==> config.mk <==
export PLATFORM = sky130hd
export DESIGN_NAME = sync_polarity
export DESIGN_NICKNAME = d
export VERILOG_FILES = /design/src/video_pkg.sv /design/src/sync_polarity.sv
export VERILOG_INCLUDE_DIRS = /design/src
export SDC_FILE = /design/constraint.sdc
export NUM_CORES = 1
export LEC_CHECK = 0
export ABC_AREA = 1
export BUFFER_PORTS_ARGS = -buffer_cell sky130_fd_sc_hd__buf_2
export CAP_MARGIN = 30
export CORE_MARGIN = 5
export CORE_UTILIZATION = 57
export DETAILED_ROUTE_END_ITERATION = 7
export PLACE_DENSITY = 0.77
export SLEW_MARGIN = 15
export SYNTH_ARGS = -nofsm -noshare
export SYNTH_HDL_FRONTEND = slang
export SYNTH_SLANG_ARGS = --single-unit
==> constraint.sdc <==
create_clock -name rx0_pllclk1 -period 2.75 [get_ports rx0_pllclk1]
set_input_delay 0.1375 -clock rx0_pllclk1 [delete_from_list [all_inputs] [get_ports rx0_pllclk1]]
set_output_delay 0.1375 -clock rx0_pllclk1 [all_outputs]
set_load 0.005 [all_outputs]
==> src/sl_consts.svh <==
`ifndef SL_CONSTS_SVH
`define SL_CONSTS_SVH

//////////////////////////////////////////////////
// geometry
//////////////////////////////////////////////////
`define SL_PIX_W       8            // fringe value per pixel
`define SL_LUT_AW      10
`define SL_LUT_DEPTH   1024
`define SL_PHASE_W     32           // accumulator width
`define SL_CNT_W       16           // sync level counters

//////////////////////////////////////////////////
// phase-shift sequence
//////////////////////////////////////////////////
`define SL_FRAME_W     6
`define SL_FRAMES      6'd48        // full sequence
`define SL_ROW_FRAMES  6'd24        // first column frame
`define SL_STEPS       6'd8         // shifts per frequency

// row stripe increments, low to high frequency
`define SL_INC_H1      32'd5965232
`define SL_INC_H2      32'd35791394
`define SL_INC_H3      32'd178956971
// column stripe increments
`define SL_INC_V1      32'd4473924
`define SL_INC_V2      32'd26843546
`define SL_INC_V3      32'd134217728

`define SL_PHASE_BASE  32'd357913941   // trims the fringe ends
`define SL_PHASE_STEP  32'd536870912   // 2^32 / 8

`endif

==> src/video_pkg.sv <==
`include "sl_consts.svh"

package video_pkg;

  // sync decision helpers

  // the pulse is the shorter of the two levels
  // equal lengths count as active low
  function automatic logic sync_active_high(
    input logic [`SL_CNT_W-1:0] len_hi,
    input logic [`SL_CNT_W-1:0] len_lo
  );
    logic shorter_hi;
    shorter_hi = (len_hi < len_lo);
    return shorter_hi;
  endfunction

endpackage

==> src/sync_polarity.sv <==
`include "sl_consts.svh"

module sync_polarity (
  input  logic rx0_pllclk1,
  input  logic new_tx_data,
  input  logic hs_in_i,
  input  logic vs_in_i,
  input  logic de_i,
  output logic hs_act_o,
  output logic vs_act_o,
  output logic de_o
);
  import video_pkg::*;

  logic [1:0] sync_in;    // {vsync, hsync} as received
  logic [1:0] sync_q;     // previous sample
  logic [1:0] cnt_en;     // what a level is measured in
  logic [1:0] inv;        // flip to active high
  logic       hs_rise;

  assign sync_in = {vs_in_i, hs_in_i};
  assign hs_rise = hs_in_i & ~sync_q[0];
  assign cnt_en  = {hs_rise, 1'b1};   // vsync in lines, hsync in pixels

  //////////////////////////////////////////////////
  // level length measurement, one lane per sync
  //////////////////////////////////////////////////
  for (genvar i = 0; i < 2; i++)
  begin : g_meas
    logic [`SL_CNT_W-1:0] cnt;
    logic [`SL_CNT_W-1:0] len_hi;
    logic [`SL_CNT_W-1:0] len_lo;
    logic                 started;   // first edge seen, levels now complete
    logic                 seen_hi;
    logic                 seen_lo;

    always_ff @(posedge rx0_pllclk1 or posedge new_tx_data)
    begin
      if (new_tx_data)
      begin
        cnt     <= '0;
        len_hi  <= '0;
        len_lo  <= '0;
        started <= 1'b0;
        seen_hi <= 1'b0;
        seen_lo <= 1'b0;
      end
      else if (sync_in[i] != sync_q[i])
      begin
        cnt     <= '0;               // new level
        started <= 1'b1;
        if (started && sync_q[i])
        begin
          len_hi  <= cnt;            // high level just ended
          seen_hi <= 1'b1;
        end
        else if (started)
        begin
          len_lo  <= cnt;
          seen_lo <= 1'b1;
        end
      end
      else if (cnt_en[i] && (cnt != '1))
        cnt <= cnt + 1'b1;           // saturates on a stuck sync
    end

    // active high until both levels measured
    assign inv[i] = seen_hi & seen_lo & ~sync_active_high(len_hi, len_lo);
  end

  // normalized syncs, registered with de
  always_ff @(posedge rx0_pllclk1 or posedge new_tx_data)
  begin
    if (new_tx_data)
    begin
      sync_q   <= '0;
      hs_act_o <= 1'b0;
      vs_act_o <= 1'b0;
      de_o     <= 1'b0;
    end
    else
    begin
      sync_q   <= sync_in;
      hs_act_o <= hs_in_i ^ inv[0];
      vs_act_o <= vs_in_i ^ inv[1];
      de_o     <= de_i;
    end
  end

endmodule

==> impl_summary.log <==
[metrics] status: complete, no violations
[metrics] post-synthesis net count: 660
[metrics] Syn Area/Cell: roughly 8.5 µm²
[metrics] crit path max fanout: 14
[metrics] vias: 4059
[metrics] switching share of total power: 0.280
[metrics] number of DRC violations after detailed-routing iteration 0: around 380
[metrics] post-cts sizing count: 0
[metrics] # clock sinks: roughly 110
[metrics] CTS clock-pin slew for the worst setup and hold paths: approximately 0.11 ns
[metrics] top flip-flop cell by instance count after synthesis: dfrtp_1
[metrics] portion of total power attributed to the clock network: 0.322
[metrics] cell breakdown of the critical path: ha_1 -> nand3_1 -> nor3_4 -> nand3_2 -> nand2_4 -> inv_4 -> nor2_8 -> inv_4 -> nand2_2 -> o21ai_2
[metrics] DRC: 0
[metrics] cell family contributing the most delay on the critical path: simple AND/OR/NAND/NOR gates
[metrics] library cells used by synthesis: 31
[metrics] Cell Pwr Density: roughly 500 mW/mm²
[metrics] flop and latch count out of synthesis: approximately 110
[metrics] total power: about 2.9 mW
[metrics] Clock Root Buffer: clkbuf_8
[metrics] most numerous cell in the Yosys netlist: nand2_1
[metrics] Max clock buf depth: 2
[metrics] net count of the finished layout: 676
[metrics] maximum vdd ir drop: 370 µV
[metrics] category of the worst setup path launch point: register
[metrics] RSZ-0062 raised after global routing: false
[metrics] finished layout cell area: 0.00572 mm²
[metrics] fraction of registers with async set/reset: 1.00
[metrics] CTS H-tree depth: 3
[metrics] ranking of synthesized cells by area: dfrtp_1, nand2_1, ha_1
[metrics] headroom to the max-slew limit: 0.642
[metrics] die area: 0.0113 mm²
[metrics] Peak Freq: around 550 MHz
[metrics] Top Ports: 8
[metrics] share of layout cells above drive strength 1: 0.0855
[metrics] latest clock arrival within the worst-skew pair: roughly 0.38 ns
[metrics] most used standard cells in the synthesized netlist: nand2_1, dfrtp_1, inv_1
[metrics] number of iterations in the first detailed-routing pass: 5
[metrics] top layer used by detailed routing: met4
[metrics] placer congestion estimate: between 0.9 and 1
[metrics] met3 wire length: ~340 µm
[metrics] overall routed net length: a little over 10 mm
[metrics] worst clock skew: approximately 0.018 ns
[metrics] P_sw: between 0.8 and 0.9 mW
[metrics] cell area after synthesis: approximately 0.0053 mm²
[metrics] worst hold-check path type: in -> async
[metrics] number of setup violations in the final report: 0
[metrics] largest stage delay on the critical path: between 0.3 and 0.4 ns
[metrics] remaining global-route overflow: 0
[metrics] remaining number of nets flagged by the antenna check after routing: 0
[metrics] initial standard-cell utilization of the core: 0.579
[metrics] vias in the first global route: about 4000
[metrics] Min Clock Period, post-route: between 1.5 and 2 ns
[metrics] number of vias per cell after detailed routing: approximately 5.4
[metrics] TritonCTS clock tree: yes
[metrics] type of the worst setup path: reg -> reg
[metrics] total of warnings raised by yosys: 0
[metrics] sequential power share: 0.574
[metrics] Slew @ Worst Pin: 0.533 ns
[metrics] die outline height: between 100 and 150 µm
[metrics] number of buffer and inverter stages on the critical path: 2
[metrics] routed length on met1: 4.90 mm
[metrics] kind of capture point of the worst setup path: register
[metrics] standard cell with the maximum stage delay on the critical path: dfrtp_1
[metrics] Arrival @ worst endpoint: approximately 2.1 ns
[metrics] depth of the worst register-to-register path: 10
[metrics] number of flops mapped to enable cells by yosys: 0
[metrics] share of Yosys cell area claimed by the top area cell type: 0.505
[metrics] mean routed wirelength per cell: about 13 µm
[metrics] total cell area at the placement stage: 0.00548 mm²
[metrics] number of antenna violations at the first check in global routing: 0
[metrics] Crit path depth: 10
[metrics] Max Cap Violations: 0
[metrics] Slew Viols, Final: 0
[metrics] Critical Path RT: 3.01 ns
[metrics] detailed route wirelength on metal2: about 4.7 mm
[metrics] first-pass GRT wire length: around 19 mm
[metrics] Chip Width: 106 µm
[metrics] Final Hold Fails: 0
[metrics] placed wire-length estimate: about 7.3 mm
[metrics] buffers inserted by post-CTS timing repair: 0
[metrics] final antenna diode count: 0
[metrics] pin count of the biggest net entering global routing: 56
[metrics] placement row count: 35
[metrics] post-synthesis cell count: 622
[metrics] overall fraction of global-route tracks in use: 0.201
[metrics] number of clock buffers inserted by TritonCTS: 9
[metrics] share of the cycle needed by the critical path after routing: 0.666
[metrics] Sum Neg Setup Slack: 0 ns
[metrics] count of port buffers added during placement: 7
[metrics] core region area: ~0.0092 mm²
[metrics] combinational share of power: 0.104
[metrics] static leakage: 2.69 nW
[metrics] portion of the post-synthesis area used by sequential elements: 0.505
[metrics] cell type with the highest occurrence count on the critical path: inv_4
[metrics] layout overhead on the synthesized area: 7.98%
[metrics] design internal power: 2.07 mW
[metrics] biggest area consumer among synthesized cells: dfrtp_1
## cell families after synthesis
kind of cell             after synthesis  synth area share
AND/OR/NAND/NOR                      245             0.201
AO/OA/AOI/OAI                        120             0.123
buffers and inverters                109            0.0796
flip-flops                           107             0.505
adder cells (fa/ha/maj)               33            0.0779
XOR/XNOR                               8            0.0132
## layer usage
metal	GRT usage	up-vias
met4	0.0667	0
li1	-	2051
met5	0	-
met1	0.277	1929
met3	0.0370	22
met2	0.323	57
## power groups by stage
| stage | Sequential (mW) | Combinational, mW | Clock [mW] |
|---|---|---|---|
| after detailed placement | 1.68 | 0.294 | 0 |
| after global placement | 1.67 | 0.283 | 0 |
| after floorplan | 1.67 | 0.205 | 0 |
| after CTS | 1.65 | 0.301 | 0.941 |
| after global routing | 1.65 | 0.354 | 1.02 |
| final | 1.65 | 0.299 | 0.925 |
## repair_timing
action | CTS | global route
hold endpoints to repair | 23 | 0
hold buffers | 4 | 0
setup endpoints to repair | 0 | 0
## state kept, by name, summed over array words and instances (netlist names)
signal	count
g_meas.seen_hi	2
sync_q	2
g_meas.seen_lo	2
hs_act_o	1
de_o	1
g_meas.cnt	32
g_meas.len_lo	32
vs_act_o	1
g_meas.started	2
g_meas.len_hi	32
## tightest hold or removal path: cells and delay by family
| kind | cells | cell delay (ns) |
|---|---|---|
| buffers and inverters | 3 | 0.99 |
## stage by stage
step / util / hold WS, ns / std cells / setup slack (ns)
floorplan: - / 0.169 / 622 / 1.23
CTS: 0.622 / 0.324 / 752 / 0.933
detailed placement: 0.598 / 0.187 / 732 / 0.961
global route: 0.625 / 0.362 / 754 / 0.785
global placement: 0.598 / 0.180 / 732 / 1.05
finish: 0.625 / 0.317 / 754 / 0.918
## area by class of cell
class                           instances  area [µm²]
Tap cell                              111         139
Clock inverter                          6        53.8
Clock buffer                           10         128
Fill cell                             778        3430
Multi-Input combinational cell        406        2200
Inverter                               95         365
Timing Repair Buffer                   19         159
Sequential cell                       107        2680
## cell usage in the layout, fill, tap and decap left out, types with 2 or more instances in the layout
| cell type | n |
|---|---|
| xor2_1 | 8 |
| o21ai_1 | 3 |
| nand3_1 | 28 |
| clkbuf_8 | 9 |
| buf_4 | 5 |
| buf_2 | 7 |
| a211oi_1 | 2 |
| inv_1 | 90 |
| a21oi_1 | 20 |
| or2_2 | 2 |
| nor3_1 | 14 |
| inv_2 | 2 |
| inv_6 | 3 |
| dlygate4sd3_1 | 4 |
| nand4_1 | 7 |
| nand2_2 | 3 |
| nor4_1 | 2 |
| o31ai_1 | 3 |
| ha_1 | 33 |
| o21ai_2 | 6 |
| inv_4 | 2 |
| nand2_1 | 150 |
| nor3_2 | 2 |
| a31oi_1 | 4 |
| o21ai_0 | 80 |
| dfrtp_1 | 107 |
| nor2_2 | 2 |
| nor2_1 | 31 |
| inv_8 | 2 |
## path summary, 6_finish.rpt
path / end / slack (ns) / startpoint
max: g_meas[1].cnt[10] / 0.92 / g_meas[1].cnt[1]
min: g_meas[0].cnt[7] / 0.32 / new_tx_data
max reg2reg: g_meas[1].cnt[10] / 0.92 / g_meas[1].cnt[1]
min reg2reg: g_meas[0].seen_lo / 0.48 / g_meas[0].seen_lo
max in group asynchronous: g_meas[0].len_hi[1] / 1.67 / new_tx_data
min in group rx0_pllclk1: de_o / 0.40 / de_i
(Power assumes the default switching activity.)
