## src/sl_consts.svh

```systemverilog
`ifndef SL_CONSTS_SVH
`define SL_CONSTS_SVH

//////////////////////////////////////////////////
// geometry
//////////////////////////////////////////////////
`define SL_PIX_W       8            // fringe value per pixel
`define SL_LUT_AW      10
`define SL_LUT_DEPTH   1024
`define SL_PHASE_W     32           // accumulator width
`define SL_CNT_W       16           // sync level counters

//////////////////////////////////////////////////
// phase-shift sequence
//////////////////////////////////////////////////
`define SL_FRAME_W     6
`define SL_FRAMES      6'd48        // full sequence
`define SL_ROW_FRAMES  6'd24        // first column frame
`define SL_STEPS       6'd8         // shifts per frequency

// row stripe increments, low to high frequency
`define SL_INC_H1      32'd5965232
`define SL_INC_H2      32'd35791394
`define SL_INC_H3      32'd178956971
// column stripe increments
`define SL_INC_V1      32'd4473924
`define SL_INC_V2      32'd26843546
`define SL_INC_V3      32'd134217728

`define SL_PHASE_BASE  32'd357913941   // trims the fringe ends
`define SL_PHASE_STEP  32'd536870912   // 2^32 / 8

`endif

```

## src/pattern_pkg.sv

```systemverilog
`include "sl_consts.svh"

package pattern_pkg;

  // one phase word, two readings
  typedef union packed {
    logic [`SL_PHASE_W-1:0] raw;                  // what the accumulator adds to
    struct packed {
      logic [`SL_LUT_AW-1:0]             idx;     // table entry
      logic [`SL_PHASE_W-`SL_LUT_AW-1:0] frac;    // sub-entry phase, dropped
    } fld;
  } phase_word_u;

  // per-frame increment, row set below frame 24, column set above
  function automatic logic [`SL_PHASE_W-1:0] frame_increment(
    input logic [`SL_FRAME_W-1:0] f
  );
    logic                   col;
    logic [`SL_FRAME_W-1:0] g;
    logic [`SL_FRAME_W-1:0] k;
    logic [`SL_PHASE_W-1:0] inc;
    col = (f >= `SL_ROW_FRAMES);
    g   = col ? (f - `SL_ROW_FRAMES) : f;   // position inside orientation
    k   = g / `SL_STEPS;                    // frequency 0..2
    case (k)
      0:       inc = col ? `SL_INC_V1 : `SL_INC_H1;
      1:       inc = col ? `SL_INC_V2 : `SL_INC_H2;
      default: inc = col ? `SL_INC_V3 : `SL_INC_H3;
    endcase
    return inc;
  endfunction

  // base plus n eighths of a turn, wraps mod 2^32
  function automatic logic [`SL_PHASE_W-1:0] frame_offset(
    input logic [`SL_FRAME_W-1:0] f
  );
    logic [`SL_FRAME_W-1:0] n;
    n = f % `SL_STEPS;
    return `SL_PHASE_BASE + n * `SL_PHASE_STEP;
  endfunction

endpackage

```

## src/phase_dds.sv

```systemverilog
`include "sl_consts.svh"

module phase_dds (
  input  logic                   rx0_pllclk1,
  input  logic                   new_tx_data,
  input  logic                   hs_act_i,
  input  logic                   vs_act_i,
  input  logic                   de_i,
  input  logic                   col_mode_i,
  input  logic [`SL_PHASE_W-1:0] phase_inc_i,
  input  logic [`SL_PHASE_W-1:0] phase_off_i,
  output logic                   rd_en_o,
  output logic [`SL_LUT_AW-1:0]  rd_idx_o
);
  import pattern_pkg::*;

  phase_word_u row_acc;    // steps once per line
  phase_word_u col_acc;    // steps once per pixel
  logic        hs_q;
  logic        hs_rise;

  assign hs_rise = hs_act_i & ~hs_q;

  //////////////////////////////////////////////////
  // phase accumulators
  //////////////////////////////////////////////////
  always_ff @(posedge rx0_pllclk1 or posedge new_tx_data)
  begin
    if (new_tx_data)
    begin
      hs_q        <= 1'b0;
      rd_en_o     <= 1'b0;
      row_acc.raw <= '0;
      col_acc.raw <= '0;
    end
    else
    begin
      hs_q    <= hs_act_i;
      rd_en_o <= de_i;                               // one read per de pixel
      // row stripes, reloaded from vsync rise through the pulse
      if (vs_act_i)
        row_acc.raw <= phase_off_i;
      else if (hs_rise)
        row_acc.raw <= row_acc.raw + phase_inc_i;
      // column stripes, reloaded each hsync
      if (hs_act_i)
        col_acc.raw <= phase_off_i;
      else if (de_i)
        col_acc.raw <= col_acc.raw + phase_inc_i;    // after this pixel
    end
  end

  // table index, sampled before the pixel's own add
  always_ff @(posedge rx0_pllclk1)
  begin
    if (de_i)
    begin
      if (col_mode_i)
        rd_idx_o <= col_acc.fld.idx;
      else
        rd_idx_o <= row_acc.fld.idx;
    end
  end

endmodule

```

## config.mk

```make
export PLATFORM = sky130hd
export DESIGN_NAME = phase_dds
export DESIGN_NICKNAME = d
export VERILOG_FILES = /design/src/pattern_pkg.sv /design/src/phase_dds.sv
export VERILOG_INCLUDE_DIRS = /design/src
export SDC_FILE = /design/constraint.sdc
export NUM_CORES = 1
export LEC_CHECK = 0
export BUFFER_PORTS_ARGS = -buffer_cell sky130_fd_sc_hd__buf_2
export CAP_MARGIN = 20
export CORE_MARGIN = 4
export CORE_UTILIZATION = 64
export CTS_CLUSTER_DIAMETER = 50
export DETAILED_ROUTE_END_ITERATION = 12
export PLACE_DENSITY = 0.92
export SYNTH_ARGS = -nofsm -noshare
export SYNTH_HDL_FRONTEND = slang
export SYNTH_SLANG_ARGS = --single-unit
```

## constraint.sdc

```tcl
create_clock -name rx0_pllclk1 -period 8 [get_ports rx0_pllclk1]
set_input_delay 0.4 -clock rx0_pllclk1 [delete_from_list [all_inputs] [get_ports rx0_pllclk1]]
set_output_delay 0.4 -clock rx0_pllclk1 [all_outputs]
set_load 0.05 [all_outputs]
```

==> impl_metrics.tcl, run 1 <==
set metrics [dict create \
    antenna_cells 0 \
    synth_edf_count 10 \
    insertion_delay_ns 0.39 \
    synth_cells 783 \
    cp_max_fo 3 \
    fin_crit_ns 3.136 \
    finalWirelength_um 18140 \
    nets 981 \
    htreeDepth 3 \
    drive_gt1_share_pct 15.39 \
    post_cts_buffers 0 \
    async_flop_share_pct 86.84 \
    drc 0 \
    start_util_pct 66.58 \
    end_kind "register" \
    cts_resized 0 \
    ir_worst_vdd_mv 0.1494 \
    arrival_ns 3.37 \
    fin_cells 984 \
    grt_usage_pct 31.23 \
    synth_top_area_share_pct 25.03 \
    gp_congestion 1.013 \
    final_hold_viol_count 0 \
    synth_top_cells_by_count "a21oi_1, nand2_1, o21ai_0, dfrtp_1, ha_1" \
    postRouteAntennaNets 0 \
    postSynthAreaPerCell_um2 8.426 \
    cp-start-kind "register" \
    ys_dominant_reg_cell "dfrtp_1" \
    dieHeight_um 109.5 \
    post_drt_wl_per_cell_um 18.43 \
    io_buffers 80 \
    overflow 0 \
    maxSlewViolCount 0 \
    power_per_cell_area_nw_per_um2 210.0 \
    place_area_um2 7081 \
    antenna_found_initial 0 \
    ys_seq_elements 76 \
    cap_viol_max_count 0 \
    core_area_um2 9910 \
    fp.dieW_um 109.5 \
    grt_pass1_wl_um 29750 \
    syn_area_um2 6598 \
    register_area_um2 1952 \
    rsz0062_at_grt "no" \
    drt-pass1-iter-count 10 \
    status "finished clean" \
    avgViaCountPerCell 6.585 \
    tightestPinTransition_ns 0.9591 \
    cp_data_required_time_ns 8.24 \
    p_leak_uw 0.003418 \
    max_slew_margin_pct 36.06 \
    num_vias 6480 \
    synth_cell_types 59 \
    io_pins 81 \
    yosysSeqAreaShare_pct 29.58 \
    grt_max_degree 75 \
    yosysTopAreaCell "dfrtp_1" \
    syn_nets 917 \
    ctsHoldBuffers 0 \
    cts_root_buf "clkbuf_8" \
    place_inst 969 \
    hpwlAfterDp_um 13530 \
    drt-initial-drc-count 568 \
    worstSetupPathType "register to register" \
    whs_ns 0.2394 \
    finalSetupTns_ns 0 \
    cts.sinks 76 \
    yosys-top-cells-area "dfrtp_1, ha_1, a21oi_1" \
    cts_buffers 9 \
    stdcell_area_um2 7295 \
    die_area_um2 12000 \
    std_cell_rows 36 \
    nFillCells 738 \
    grt_pass1_vias 6352 \
    fin_skew_ns 0.01374 \
    yosys_warnings 0 \
    syn_to_final_growth_pct 10.56 \
    multiInputGateArea_um2 4461 \
    clk_path_buf_depth 2 \
    hp-class "input port to register" \
    post-route-period-util_pct 39.20 \
    yosysMostFrequentCell "a21oi_1" \
    cts_tree "built" \
    clkTransAtPathRegs_ns 0.09 \
    setup_viol 0 \
    fmax_mhz 318.9 \
]
==> layout by cell type, fill, tap and decap left out, types with 15 or more instances in the layout <==
| cell type | instances |
|---|---|
| a21oi_1 | 82 |
| nand2_1 | 81 |
| buf_2 | 80 |
| o21ai_0 | 68 |
| dfrtp_1 | 66 |
| ha_1 | 62 |
| nor2_1 | 47 |
| a21o_1 | 32 |
| mux2i_1 | 25 |
| xnor2_1 | 24 |
| nand3_1 | 19 |
| nor3_1 | 19 |
| inv_1 | 16 |
| a211oi_1 | 15 |
| and3_1 | 15 |
| xor2_1 | 15 |
==> power breakdown <==
part	switching (µW)	total, µW	internal (µW)
registers	40.3	490	450
logic	414	709	294
clock network	152	333	181
==> cells by family after synthesis <==
group                    Yosys count  synth area share (%)
buffers and inverters             49                 2.807
AND/OR/NAND/NOR                  241                 17.88
multiplexers                      36                 5.670
adder cells (fa/ha/maj)           64                 12.36
flip-flops                        76                 29.58
XOR/XNOR                          39                 5.177
AO/OA/AOI/OAI                    278                 26.51
==> through the flow <==
| step | setup slack, ns | utilization, % | power (µW) |
|---|---|---|---|
| after global placement | 4.952 | 71.45 | 1150 |
| after floorplan | 5.290 | - | 1024 |
| after CTS | 4.963 | 73.61 | 1525 |
| final | 4.864 | 73.61 | 1532 |
| after global routing | 4.767 | 73.61 | 1630 |
| after detailed placement | 4.785 | 71.45 | 1187 |
==> critical path, stage by stage (launching register included) <==
cell,delay (ns)
dfrtp_1,0.38
ha_1,0.23
fa_1,0.44
a211oi_1,0.26
nor2_1,0.12
o2111ai_1,0.36
a21bo_2,0.26
a21oi_1,0.13
a21o_1,0.21
a211oi_1,0.26
a2bb2oi_1,0.25
o21ai_0,0.11
==> per-layer routing <==
layer  up-vias  wire [µm]  track usage, %
met4         0        698           14.25
met2       352       8621           51.57
met5         -          0               0
met3        84       1389           7.046
li1       3012          -               -
met1      3032       7428           38.92
==> state kept, by name, indices dropped and copies added, names as in the netlist <==
register / cells
col_acc: 32
rd_idx_o: 10
rd_en_o: 1
row_acc: 32
hs_q: 1
==> final timing paths <==
path | start | endpoint | slack (ns) | cells past startpoint
setup / recovery | row_acc[0] | row_acc[22] | 4.86 | 11
setup reg to reg | row_acc[0] | row_acc[22] | 4.86 | 11
hold reg to reg | row_acc[5] | row_acc[5] | 0.58 | 2
max in group asynchronous | new_tx_data | row_acc[19] | 7.15 | 3
hold / removal | phase_off_i[6] | row_acc[6] | 0.24 | 3
min in group asynchronous | new_tx_data | row_acc[0] | 0.28 | 3
==> final cells by class <==
class | count | share of cell area (%)
clock inverters | 5 | 1.046
repair buffers | 85 | 6.003
well taps | 133 | 2.281
clock buffers | 10 | 1.887
flip-flops and latches | 76 | 26.76
inverters | 17 | 0.8748
multi-input cells | 658 | 61.15
(Power assumes the default switching activity.)
==> run 2: changes to the inputs <==
Settings changed: ABC_AREA set to 1, CORE_UTILIZATION 64 to 61, PLACE_DENSITY 0.92 to 0.87.
Clock period 8 ns to 3 ns, I/O delays scaled along.
==> impl_metrics.tcl, run 2 <==
set metrics [dict create \
    start_util_pct 62.33 \
    multiInputGateArea_um2 4885 \
    postSynthAreaPerCell_um2 5.916 \
    max_slew_margin_pct 62.46 \
    cts_root_buf "clkbuf_16" \
    top_regs "col_acc x32, row_acc x32, rd_idx_o x10" \
    stdcell_area_um2 8777 \
    synth_cells 1335 \
    post_cts_buffers 0 \
    syn_area_um2 7898 \
    cp_top_family "simple AND/OR/NAND/NOR gates" \
    arrival_ns 2.30 \
    status "finished clean" \
    end_kind "register" \
    synth_edf_count 10 \
    register_area_um2 1952 \
    clk_path_buf_depth 2 \
    worstPathCellList "ha_1 > fa_1 > nand3_1 > nand3_1 > nand3_1 > nand3_1 > nand2_1 > nand3_1 > nand3_1 > nand2_1" \
    async_flop_share_pct 86.84 \
    final_common_cell "nand2_1" \
    synth_top_cells_by_count "nand2_1, inv_1, nand3_1, nor2_1, dfrtp_1" \
    yosys-top-cells-area "nand2_1, dfrtp_1, inv_1" \
    num_vias 8706 \
    wl_met2_um 10810 \
    syn_nets 1469 \
    whs_ns 0.04583 \
    synth_top_area_share_pct 26.33 \
    post-route-period-util_pct 69.24 \
    cts_resized 0 \
    avgViaCountPerCell 5.465 \
    cp-start-kind "register" \
    crit_buf_inv 0 \
    std_cell_rows 41 \
    grt_max_degree 33 \
    final_hold_viol_count 0 \
    cap_viol_max_count 0 \
    cp_data_required_time_ns 3.23 \
    tightestPinTransition_ns 0.5631 \
    yosysMostFrequentCell "nand2_1" \
    overflow 0 \
    dieHeight_um 121.8 \
    htreeDepth 3 \
    ir_worst_vdd_mv 0.2715 \
    cp_max_fo 4 \
    insertion_delay_ns 0.35 \
    rsz0062_at_grt "no" \
    yosysSeqAreaShare_pct 24.71 \
    critPathSlowestCell "fa_1" \
    antenna_found_initial 2 \
    wl_met1_um 10280 \
    cts_tree "built" \
    nets 1548 \
    ys_seq_elements 76 \
    final_cell_mix "nand2_1, inv_1, nand3_1" \
    grt_pass1_wl_um 39360 \
    drive_gt1_share_pct 8.034 \
    finalWirelength_um 24400 \
    fmax_mhz 481.4 \
    core_area_um2 12670 \
    ys_dominant_reg_cell "dfrtp_1" \
    met3_length_um 2353 \
    io_buffers 80 \
    synth_cell_types 29 \
    hp-class "input port to register" \
    power_per_cell_area_nw_per_um2 515.8 \
    cts.sinks 76 \
    nFillCells 1210 \
    hpwlAfterDp_um 19960 \
    cp_common_cell "nand3_1" \
    syn_to_final_growth_pct 11.14 \
    yosys_warnings 0 \
    die_area_um2 14830 \
    fin_crit_ns 2.077 \
    grt_pass1_vias 8094 \
    cts_buffers 9 \
    io_pins 81 \
    clkTransAtPathRegs_ns 0.06 \
    drt-initial-drc-count 752 \
    grt_usage_pct 33.92 \
    setup_viol 0 \
    worstSetupPathType "register to register" \
    drt-pass1-iter-count 9 \
    finalSetupTns_ns 0 \
    drc 0 \
    p_leak_uw 0.005296 \
    place_area_um2 8473 \
    postRouteAntennaNets 0 \
    fin_skew_ns 0.009731 \
    post_drt_wl_per_cell_um 15.31 \
    fp.dieW_um 121.8 \
    ctsHoldBuffers 1 \
    maxSlewViolCount 0 \
    yosysTopAreaCell "nand2_1" \
    critPathMaxStageDelay_ns 0.46 \
    gp_congestion 1.087 \
    maxUsedRoutingLayer "met4" \
]
## run 2: cell count changes in the layout (fill, tap and decap cells not counted), sizes merged, moves of 30 or more
cell   change
inv      +243
a21o      -30
o21ai     -50
nand3     +84
nor2      +37
a21oi     -43
nand2    +480
## run 2: layout make-up
type	instances	share of cell area, %
Clock buffer	14	2.894
Antenna cell	2	0.05702
Sequential cell	76	22.24
Inverter	260	11.12
Timing Repair Buffer	87	5.189
Clock inverter	2	0.3991
Tap cell	172	2.452
Multi-Input combinational cell	980	55.65
## run 2: metal layers
metal	vias up	track usage [%]
li1	4303	-
met1	3963	46.92
met2	372	53.42
met3	68	5.432
met4	0	13.31
met5	-	0
## run 2: path summary, 6_finish.rpt
path / startpoint / end / slack [ns] / cells past startpoint
max: col_acc[0] / col_acc[28] / 0.92 / 10
min in group asynchronous: new_tx_data / row_acc[10] / 0.40 / 3
min: phase_off_i[18] / row_acc[18] / 0.05 / 3
min reg2reg: col_acc[0] / col_acc[0] / 0.51 / 2
max in group asynchronous: new_tx_data / col_acc[10] / 1.85 / 4
max reg2reg: col_acc[0] / col_acc[28] / 0.92 / 10
## run 2: cell families after synthesis
logic type	Yosys count	share of synthesized area, %
fa+ha+maj	64	10.33
compound gates	129	9.870
flops	76	24.71
xor+xnor	22	2.440
simple gates	765	39.18
buf+inv	279	13.47
## run 2: report_power, final
part	switching [µW]	internal, µW	leakage (µW)	total (µW)
clock	448	668	0.000141	1120
combinational	1390	730	0.00426	2120
sequential	94.8	1190	0.000896	1290
total	1940	2590	0.00530	4530
## run 2: per-stage QoR
step / util (%) / setup WS (ns) / cells / total power (µW)
after floorplan: - / 1.195 / 1335 / 2840
after global placement: 66.87 / 1.029 / 1574 / 3324
after detailed placement: 66.87 / 0.9816 / 1574 / 3372
after CTS: 69.23 / 0.9313 / 1591 / 4478
after global routing: 69.27 / 0.7462 / 1593 / 4855
final: 69.27 / 0.9228 / 1593 / 4527
## run 2: worst reg2reg max path, cell delays in order, from the launching register on
cell	delay (ns)
dfrtp_1	0.38
ha_1	0.24
fa_1	0.46
nand3_1	0.12
nand3_1	0.16
nand3_1	0.11
nand3_1	0.15
nand2_1	0.13
nand3_1	0.08
nand3_1	0.09
nand2_1	0.05
