$ cat src/sl_consts.svh
`ifndef SL_CONSTS_SVH
`define SL_CONSTS_SVH

//////////////////////////////////////////////////
// geometry
//////////////////////////////////////////////////
`define SL_PIX_W       8            // fringe value per pixel
`define SL_LUT_AW      10
`define SL_LUT_DEPTH   1024
`define SL_PHASE_W     32           // accumulator width
`define SL_CNT_W       16           // sync level counters

//////////////////////////////////////////////////
// phase-shift sequence
//////////////////////////////////////////////////
`define SL_FRAME_W     6
`define SL_FRAMES      6'd48        // full sequence
`define SL_ROW_FRAMES  6'd24        // first column frame
`define SL_STEPS       6'd8         // shifts per frequency

// row stripe increments, low to high frequency
`define SL_INC_H1      32'd5965232
`define SL_INC_H2      32'd35791394
`define SL_INC_H3      32'd178956971
// column stripe increments
`define SL_INC_V1      32'd4473924
`define SL_INC_V2      32'd26843546
`define SL_INC_V3      32'd134217728

`define SL_PHASE_BASE  32'd357913941   // trims the fringe ends
`define SL_PHASE_STEP  32'd536870912   // 2^32 / 8

`endif

$ cat src/pattern_pkg.sv
`include "sl_consts.svh"

package pattern_pkg;

  // one phase word, two readings
  typedef union packed {
    logic [`SL_PHASE_W-1:0] raw;                  // what the accumulator adds to
    struct packed {
      logic [`SL_LUT_AW-1:0]             idx;     // table entry
      logic [`SL_PHASE_W-`SL_LUT_AW-1:0] frac;    // sub-entry phase, dropped
    } fld;
  } phase_word_u;

  // per-frame increment, row set below frame 24, column set above
  function automatic logic [`SL_PHASE_W-1:0] frame_increment(
    input logic [`SL_FRAME_W-1:0] f
  );
    logic                   col;
    logic [`SL_FRAME_W-1:0] g;
    logic [`SL_FRAME_W-1:0] k;
    logic [`SL_PHASE_W-1:0] inc;
    col = (f >= `SL_ROW_FRAMES);
    g   = col ? (f - `SL_ROW_FRAMES) : f;   // position inside orientation
    k   = g / `SL_STEPS;                    // frequency 0..2
    case (k)
      0:       inc = col ? `SL_INC_V1 : `SL_INC_H1;
      1:       inc = col ? `SL_INC_V2 : `SL_INC_H2;
      default: inc = col ? `SL_INC_V3 : `SL_INC_H3;
    endcase
    return inc;
  endfunction

  // base plus n eighths of a turn, wraps mod 2^32
  function automatic logic [`SL_PHASE_W-1:0] frame_offset(
    input logic [`SL_FRAME_W-1:0] f
  );
    logic [`SL_FRAME_W-1:0] n;
    n = f % `SL_STEPS;
    return `SL_PHASE_BASE + n * `SL_PHASE_STEP;
  endfunction

endpackage

$ cat src/frame_sequencer.sv
`include "sl_consts.svh"

module frame_sequencer (
  input  logic                   rx0_pllclk1,
  input  logic                   new_tx_data,
  input  logic                   vs_act_i,
  input  logic                   seq_en_i,
  output logic [`SL_PHASE_W-1:0] phase_inc_o,
  output logic [`SL_PHASE_W-1:0] phase_off_o,
  output logic                   col_mode_o,
  output logic                   cam_trig_o
);
  import pattern_pkg::*;

  logic [`SL_FRAME_W-1:0] frame_cur;   // frame being shown
  logic [`SL_FRAME_W-1:0] frame_nxt;   // frame after next vsync
  logic                   vs_q;
  logic                   vs_rise;

  assign vs_rise = vs_act_i & ~vs_q;

  //////////////////////////////////////////////////
  // frame stepping and camera trigger
  //////////////////////////////////////////////////
  always_ff @(posedge rx0_pllclk1 or posedge new_tx_data)
  begin
    if (new_tx_data)
    begin
      vs_q       <= 1'b0;
      cam_trig_o <= 1'b0;
      frame_cur  <= '0;
      frame_nxt  <= '0;
    end
    else
    begin
      vs_q       <= vs_act_i;
      cam_trig_o <= vs_rise & seq_en_i;   // one pulse per frame
      if (!seq_en_i)
      begin
        frame_cur <= '0;                  // disarmed, restart at 0
        frame_nxt <= '0;
      end
      else if (vs_rise)
      begin
        frame_cur <= frame_nxt;
        if (frame_nxt == `SL_FRAMES - 1'b1)
          frame_nxt <= '0;                // wrap after 47
        else
          frame_nxt <= frame_nxt + 1'b1;
      end
    end
  end

  // steady for the whole frame, changes only at vsync
  assign phase_inc_o = frame_increment(frame_cur);
  assign phase_off_o = frame_offset(frame_cur);
  assign col_mode_o  = (frame_cur >= `SL_ROW_FRAMES);   // column stripes

endmodule

$ cat config.mk
export PLATFORM = sky130hd
export DESIGN_NAME = frame_sequencer
export DESIGN_NICKNAME = d
export VERILOG_FILES = /design/src/pattern_pkg.sv /design/src/frame_sequencer.sv
export VERILOG_INCLUDE_DIRS = /design/src
export SDC_FILE = /design/constraint.sdc
export NUM_CORES = 1
export LEC_CHECK = 0
export BUFFER_PORTS_ARGS = -buffer_cell sky130_fd_sc_hd__buf_2
export CAP_MARGIN = 20
export CORE_MARGIN = 10
export CORE_UTILIZATION = 40
export CTS_BUF_LIST = sky130_fd_sc_hd__clkbuf_4 sky130_fd_sc_hd__clkbuf_8
export CTS_CLUSTER_DIAMETER = 30
export DETAILED_ROUTE_END_ITERATION = 8
export GPL_TIMING_DRIVEN = 0
export PLACE_DENSITY = 0.78
export REMOVE_ABC_BUFFERS = 1
export SETUP_SLACK_MARGIN = 0.2
export SYNTH_ARGS = -nofsm -noshare
export SYNTH_HDL_FRONTEND = slang
export SYNTH_SLANG_ARGS = --single-unit
export TNS_END_PERCENT = 10
$ cat constraint.sdc
create_clock -name rx0_pllclk1 -period 1.4 [get_ports rx0_pllclk1]
set_input_delay 0 -clock rx0_pllclk1 [delete_from_list [all_inputs] [get_ports rx0_pllclk1]]
set_output_delay 0 -clock rx0_pllclk1 [all_outputs]
set_load 0.1 [all_outputs]
==> impl_metrics.tcl, run 1 <==
set metrics [dict create \
    synth_area_per_cell_um2 8.251 \
    cts_num_sinks 14 \
    synth_flop_cell "dfrtp_1" \
    p_int_w 0.0005887 \
    drt-initial-drc-count 16 \
    yosysTopAreaCell "buf_4" \
    drv_cap 0 \
    drv_slew 0 \
    topRoutingLayerUsed "met4" \
    tns_ns -5.927 \
    cp_cell_sequence "inv_2 > ha_4 > nand4b_1 > buf_4 > nor2_4 > buf_12" \
    drtPass1Iterations 4 \
    fin_skew_ns 0.005291 \
    insertion_delay_ns 0.28 \
    drive_above_1_share 0.3818 \
    pwr-share-comb 0.398 \
    grt_start_max_net_pins 15 \
    clk_pin_slew_ns 0.09 \
    status "complete, but fails checks" \
    grt_usage 0.08968 \
    postLayoutCoreUtil 0.5520 \
    timing.rr.end "frame_nxt[5]" \
    slowest_delay_ns 0.41 \
    ys_warn_count 0 \
    tightest_slew_ns 0.5288 \
    grt_pass1_wl_mm 4.077 \
    fin_nets 173 \
    cp_max_fo 4 \
    drc 0 \
    grt_pass1_vias 813 \
    synthTopCellsByCount "buf_4, nand2_1, dfrtp_1" \
    n_antenna_cell 0 \
    synth_seq_area_share 0.2969 \
    synth_top_area_share 0.3372 \
    period_minus_slack_ns 1.792 \
    cp-start-kind "flop" \
    die_area_mm2 0.005522 \
    cts_max_level 1 \
    ys_ff_latch 14 \
    rr_worst_depth 5 \
    setup_slack_ns -0.3924 \
    async_flop_share 1.000 \
    core_mm2 0.002781 \
    clock_power_share 0.245 \
    rows 19 \
    synth_edf_count 0 \
    cts_root_buffer "clkbuf_4" \
    wl_met2_mm 1.426 \
    crit_required_ns 1.40 \
    postRouteAntennaNets 0 \
    area_growth_syn_to_layout_pct 30.12 \
    die_y_um 74.31 \
    numCtsBuffers 3 \
    hp-class "input port to flop" \
    worstSetupPathType "flop to output port" \
    p_seq_frac 0.357 \
    hold_ws_ns 0.05530 \
    reg2reg_slack_ns 0.06 \
    violations "negative setup slack" \
    start_util 0.4242 \
    hold_viol 0 \
    swShare 0.4956 \
    place.gp.congestion 0.7791 \
    netlist_instances 143 \
    gr-total-overflow 0 \
    viasPerCell 4.342 \
    synth.most_common_cell "buf_4" \
    critical-path-slowest-cell "dfrtp_2" \
    crit_path_start "frame_cur[4]" \
    seq_area_um2 354.1 \
    max-vdd-ir-drop_v 0.0007472 \
    netSwitchingPower_w 0.0005785 \
    die_x_um 74.31 \
    wl_per_cell_um 15.10 \
    wl_met1_mm 1.051 \
    port_buffers 35 \
    clock.fmax_mhz 557.9 \
    pwr_density_cell_mw_per_mm2 760.3 \
    netlist_top_cells_area "buf_4, dfrtp_1, nand2_1" \
    antenna_found_initial 0 \
    cts_tree "yes" \
    endpoint_kind "output port" \
    crit_end "phase_inc_o[18]" \
    dp_hpwl_mm 1.888 \
    ys_types 30 \
    n_fill_cell 233 \
    vias 851 \
    multi_input_area_um2 566.8 \
    clk_path_buf_depth 2 \
    wl_met3_um 464 \
    rsz0062_at_grt "true" \
    p_leak_nw 0.7646 \
    syn_area_mm2 0.001180 \
    slew-limit-headroom 0.6471 \
    cp_data_arrival_time_ns 1.79 \
    finalWirelength_mm 2.960 \
    period_share 1.280 \
    setup_violations 20 \
    pin_count 70 \
    r2r_start "frame_nxt[0]" \
]
[layout make-up]
class | count | share of cell area
clock buffer | 4 | 0.02363
inverter | 5 | 0.01222
multi-input combinational | 98 | 0.3692
sequential | 14 | 0.2306
tap | 31 | 0.02526
timing repair buffer | 44 | 0.3390
[repair_timing]
action / in CTS / in global routing
gates resized for setup: 82 / 14
endpoints found under the hold margin: 15 / 0
buffers inserted: 5 / 2
hold buffers: 2 / 0
pin swaps: 12 / 7
endpoints found under the setup margin: 40 / 33
[worst max-delay path: cells and delay by family, from the launching register on]
| family | cells | cell delay (ns) |
|---|---|---|
| and+or+nand+nor | 2 | 0.43 |
| adders and majority gates | 1 | 0.20 |
| buffers and inverters | 3 | 0.47 |
| DFF | 1 | 0.41 |
[sequential cells by signal (all words and copies together) (netlist names)]
register    count
cam_trig_o      1
frame_cur       6
vs_q            1
frame_nxt       6
[routing by layer]
metal  up-vias  global-route usage
li1        412                   -
met1       385             0.09042
met2        52              0.1667
met3         2             0.04388
met4         0             0.01220
met5         -                   0
[stage by stage]
stage,cells,cell area (um2),total power [W],setup slack [ns]
finish,196,1535,0.001167,-0.3924
global placement,183,1095,0.0008744,-0.3588
global route,196,1535,0.001205,-0.4765
CTS,194,1456,0.001170,-0.4229
detailed placement,183,1095,0.0008752,-0.3844
floorplan,117,880.8,0.0008560,-7.454
[worst min path at each step]
stage	start	endpoint	slack, ns	depth (start not counted)
floorplan	new_tx_data	cam_trig_o	-0.11	1
global placement	new_tx_data	cam_trig_o	0.06	2
detailed placement	new_tx_data	cam_trig_o	0.07	2
CTS	seq_en_i	frame_nxt[3]	0.05	3
global route	seq_en_i	frame_nxt[5]	0.06	2
finish	seq_en_i	frame_nxt[3]	0.06	3
[power by group through the flow]
| stage | Sequential [W] | Clock, W | Combinational [W] |
|---|---|---|---|
| 2_1_floorplan | 0.000438 | 0 | 0.000418 |
| 3_3_place_gp | 0.000423 | 0 | 0.000452 |
| 3_5_place_dp | 0.000423 | 0 | 0.000452 |
| 4_1_cts | 0.000416 | 0.000296 | 0.000459 |
| 5_1_grt | 0.000417 | 0.000311 | 0.000477 |
| 6_report | 0.000416 | 0.000286 | 0.000465 |
[kinds of logic (layout without fill, tap and decap cells)]
kind of cell               count (synthesis)  after routing  synth area share
xor gates and xnor gates                   2              2           0.01485
and+or+nand+nor                           42             42            0.1782
buffers and inverters                     63             53            0.3712
AOI/OAI and AO/OA                         17             17            0.1007
adders and majority gates                  3              3           0.03182
DFF                                       14             14            0.2969
other                                      2             34          0.006365
[cell usage in the layout (no fill, tap or decap), types with 2 or more instances in the layout]
master / instances
a21boi_1: 2
dlygate4sd3_1: 2
and2_1: 2
buf_2: 7
nor2_1: 5
buf_4: 12
xnor2_1: 2
inv_1: 3
buf_12: 12
o21ai_0: 2
buf_6: 8
clkbuf_4: 3
nand2_1: 21
conb_1: 34
buf_8: 3
dfrtp_1: 11
inv_2: 2
dfrtp_2: 3
a21boi_0: 7
nand3_1: 2
Power figures use the tool's default switching activity.
==> run 2: changes to the inputs <==
ABC_AREA = 1   (was not set)
CORE_UTILIZATION = 48   (was 40)
PLACE_DENSITY = 0.87   (was 0.78)
clock period = 2.1 ns   (was 1.4 ns; I/O delays follow)
==> run 2 against run 1 <==
Setup slack better by 0.63 ns. Hold slack better by 0.11 ns. The flow now finishes without violations. Clock skew down 0.0051 ns. Utilization fell by 0.33 points. Flip-flop and latch count unchanged. Via count grew 0.94%. Largest cell class unchanged. Register-to-register slack gained 0.70 ns. Global-route usage up 0.56 points.
==> impl_metrics.tcl, run 2 <==
set metrics [dict create \
    synth_top_family_by_area "buffers and inverters" \
    drv_slew 0 \
    dp.cells 196 \
    hp-class "input port to flop" \
    finalWirelength_mm 2.535 \
    slew-limit-headroom 0.6548 \
    cts_max_level 1 \
    synth_seq_area_share 0.2998 \
    netlist_top_cells_area "buf_4, dfrtp_1, nand2_1" \
    gr-total-overflow 0 \
    async_flop_share 1.000 \
    ys_types 20 \
    place.gp.congestion 0.8341 \
    viasPerCell 4.252 \
    synth_edf_count 0 \
    period_share 0.8846 \
    drtPass1Iterations 4 \
    fin_skew_ns 0.0002266 \
    grt_usage 0.09532 \
    ys_warn_count 0 \
    cts_tree "yes" \
    vias 859 \
    muxShareOfSynthArea 0 \
    ys_ff_latch 14 \
    drc 0 \
    cp_max_fo 5 \
    syn_area_mm2 0.001169 \
    pin_count 70 \
    synthTopCellsByCount "buf_4, nand2_1, inv_1" \
    power_w 0.0007743 \
    cp-start-kind "flop" \
    die_y_um 69.34 \
    fin_cells 202 \
    start_util 0.5135 \
    postRouteAntennaNets 0 \
    final_common_cell "conb_1" \
    core_mm2 0.002276 \
    drt-initial-drc-count 19 \
    cts_num_sinks 14 \
    grt_pass1_vias 816 \
    status "finished, final reports clean" \
    setup_violations 0 \
    synth_flop_cell "dfrtp_1" \
    tightest_slew_ns 0.5173 \
    clk_path_buf_depth 2 \
    max-vdd-ir-drop_v 0.0003980 \
    synth_area_per_cell_um2 7.588 \
    hold_viol 0 \
    synthAdderAreaFrac 0.03212 \
    dp_hpwl_mm 1.978 \
    insertion_delay_ns 0.28 \
    netlist_instances 154 \
    drv_cap 0 \
    yosysTopAreaCell "buf_4" \
    grt_start_max_net_pins 15 \
    n_antenna_cell 0 \
    p_leak_nw 0.7099 \
    final_cell_mix "conb_1, nand2_1, buf_2, inv_1, dfrtp_1" \
    final_area_mm2 0.001249 \
    crit_required_ns 2.10 \
    synth_compound_area_frac 0.06745 \
    fin_nets 182 \
    area_growth_syn_to_layout_pct 6.852 \
    clk_pin_slew_ns 0.08 \
    cts_root_buffer "clkbuf_4" \
    grt_pass1_wl_mm 3.946 \
    synth-simple-area-share 0.1767 \
    port_buffers 35 \
    worstSetupPathType "flop to output port" \
    rsz0062_at_grt "true" \
    drive_above_1_share 0.2816 \
    synth-xor-area-share 0.02248 \
    rows 17 \
    n_fill_cell 214 \
    die_area_mm2 0.004808 \
    endpoint_kind "output port" \
    die_x_um 69.34 \
    post_dp_cell_area_mm2 0.001101 \
    synth.most_common_cell "buf_4" \
    pwr_density_cell_mw_per_mm2 620.1 \
    wl_per_cell_um 12.55 \
    cp_data_arrival_time_ns 1.86 \
    period_minus_slack_ns 1.858 \
    synth_top_area_share 0.3405 \
    clock.fmax_mhz 538.3 \
    numCtsBuffers 3 \
    top_regs "frame_cur (6), frame_nxt (6)" \
    antenna_found_initial 0 \
]
==> run 2: worst max-delay path, cell delays in order (launching register included) <==
cell and delay [ns]:
dfrtp_1 0.41, inv_1 0.16, ha_1 0.28, a21oi_2 0.16, nand2_1 0.12, nor2_4 0.18, buf_6 0.25
==> run 2: layout make-up <==
cell class              instances  area (um2)  share of cell area
clock buffers                   4       36.28             0.02906
well taps                      28       35.03             0.02806
flip-flops and latches         14       351.6              0.2816
inverters                      17       63.81             0.05110
multi-input cells             102       489.2              0.3918
repair buffers                 37       272.8              0.2184
==> run 2: cells by family (layout without fill, tap and decap cells) <==
kind of cell,after synthesis,in the layout
DFF,14,14
and+or+nand+nor,48,48
xor gates and xnor gates,3,3
AOI/OAI and AO/OA,14,14
adders and majority gates,3,3
buffers and inverters,70,58
other,2,34
==> run 2: path summary, 6_finish.rpt <==
| kind | from | endpoint | slack (ns) | cells after the start |
|---|---|---|---|---|
| worst min-delay path | seq_en_i | frame_cur[5] | 0.16 | 3 |
| max in group asynchronous | new_tx_data | frame_cur[3] | 1.44 | 3 |
| min in group asynchronous | new_tx_data | frame_nxt[3] | 0.29 | 3 |
| worst min register to register | frame_cur[1] | frame_cur[1] | 0.50 | 2 |
| worst max-delay path | frame_cur[4] | phase_inc_o[18] | 0.24 | 6 |
| worst max register to register | frame_nxt[0] | frame_nxt[5] | 0.76 | 6 |
==> run 2: timing repair <==
item | in CTS | in global routing
gates resized for setup | 4 | 34
hold endpoints to repair | 15 | 0
hold buffers | 2 | 0
endpoints found under the setup margin | 13 | 13
buffers inserted | 0 | 0
==> run 2: per-stage QoR <==
step	setup TNS, ns	hold slack (ns)	utilization	setup WS [ns]
after floorplan	-57.92	-0.1108	-	-4.440
after global placement	0	0.05296	0.4838	0.3817
after detailed placement	0	0.06066	0.4838	0.3638
after CTS	0	0.1590	0.5129	0.07960
after global routing	0	0.1897	0.5487	0.1402
final	0	0.1638	0.5487	0.2423
==> run 2: metal layers <==
layer / routed length [um] / GRT usage / up-vias
met2: 1449 / 0.1815 / 32
met5: 0 / 0 / -
met4: 57 / 0.01996 / 0
met3: 173 / 0.04137 / 6
li1: - / - / 432
met1: 855 / 0.09121 / 389
==> run 2: power breakdown <==
part / internal, W / leakage, nW / switching, W
Clock: 0.000106 / 0.0210 / 0.0000853
Combinational: 0.00000948 / 0.499 / 0.000296
Sequential: 0.000274 / 0.190 / 0.00000415
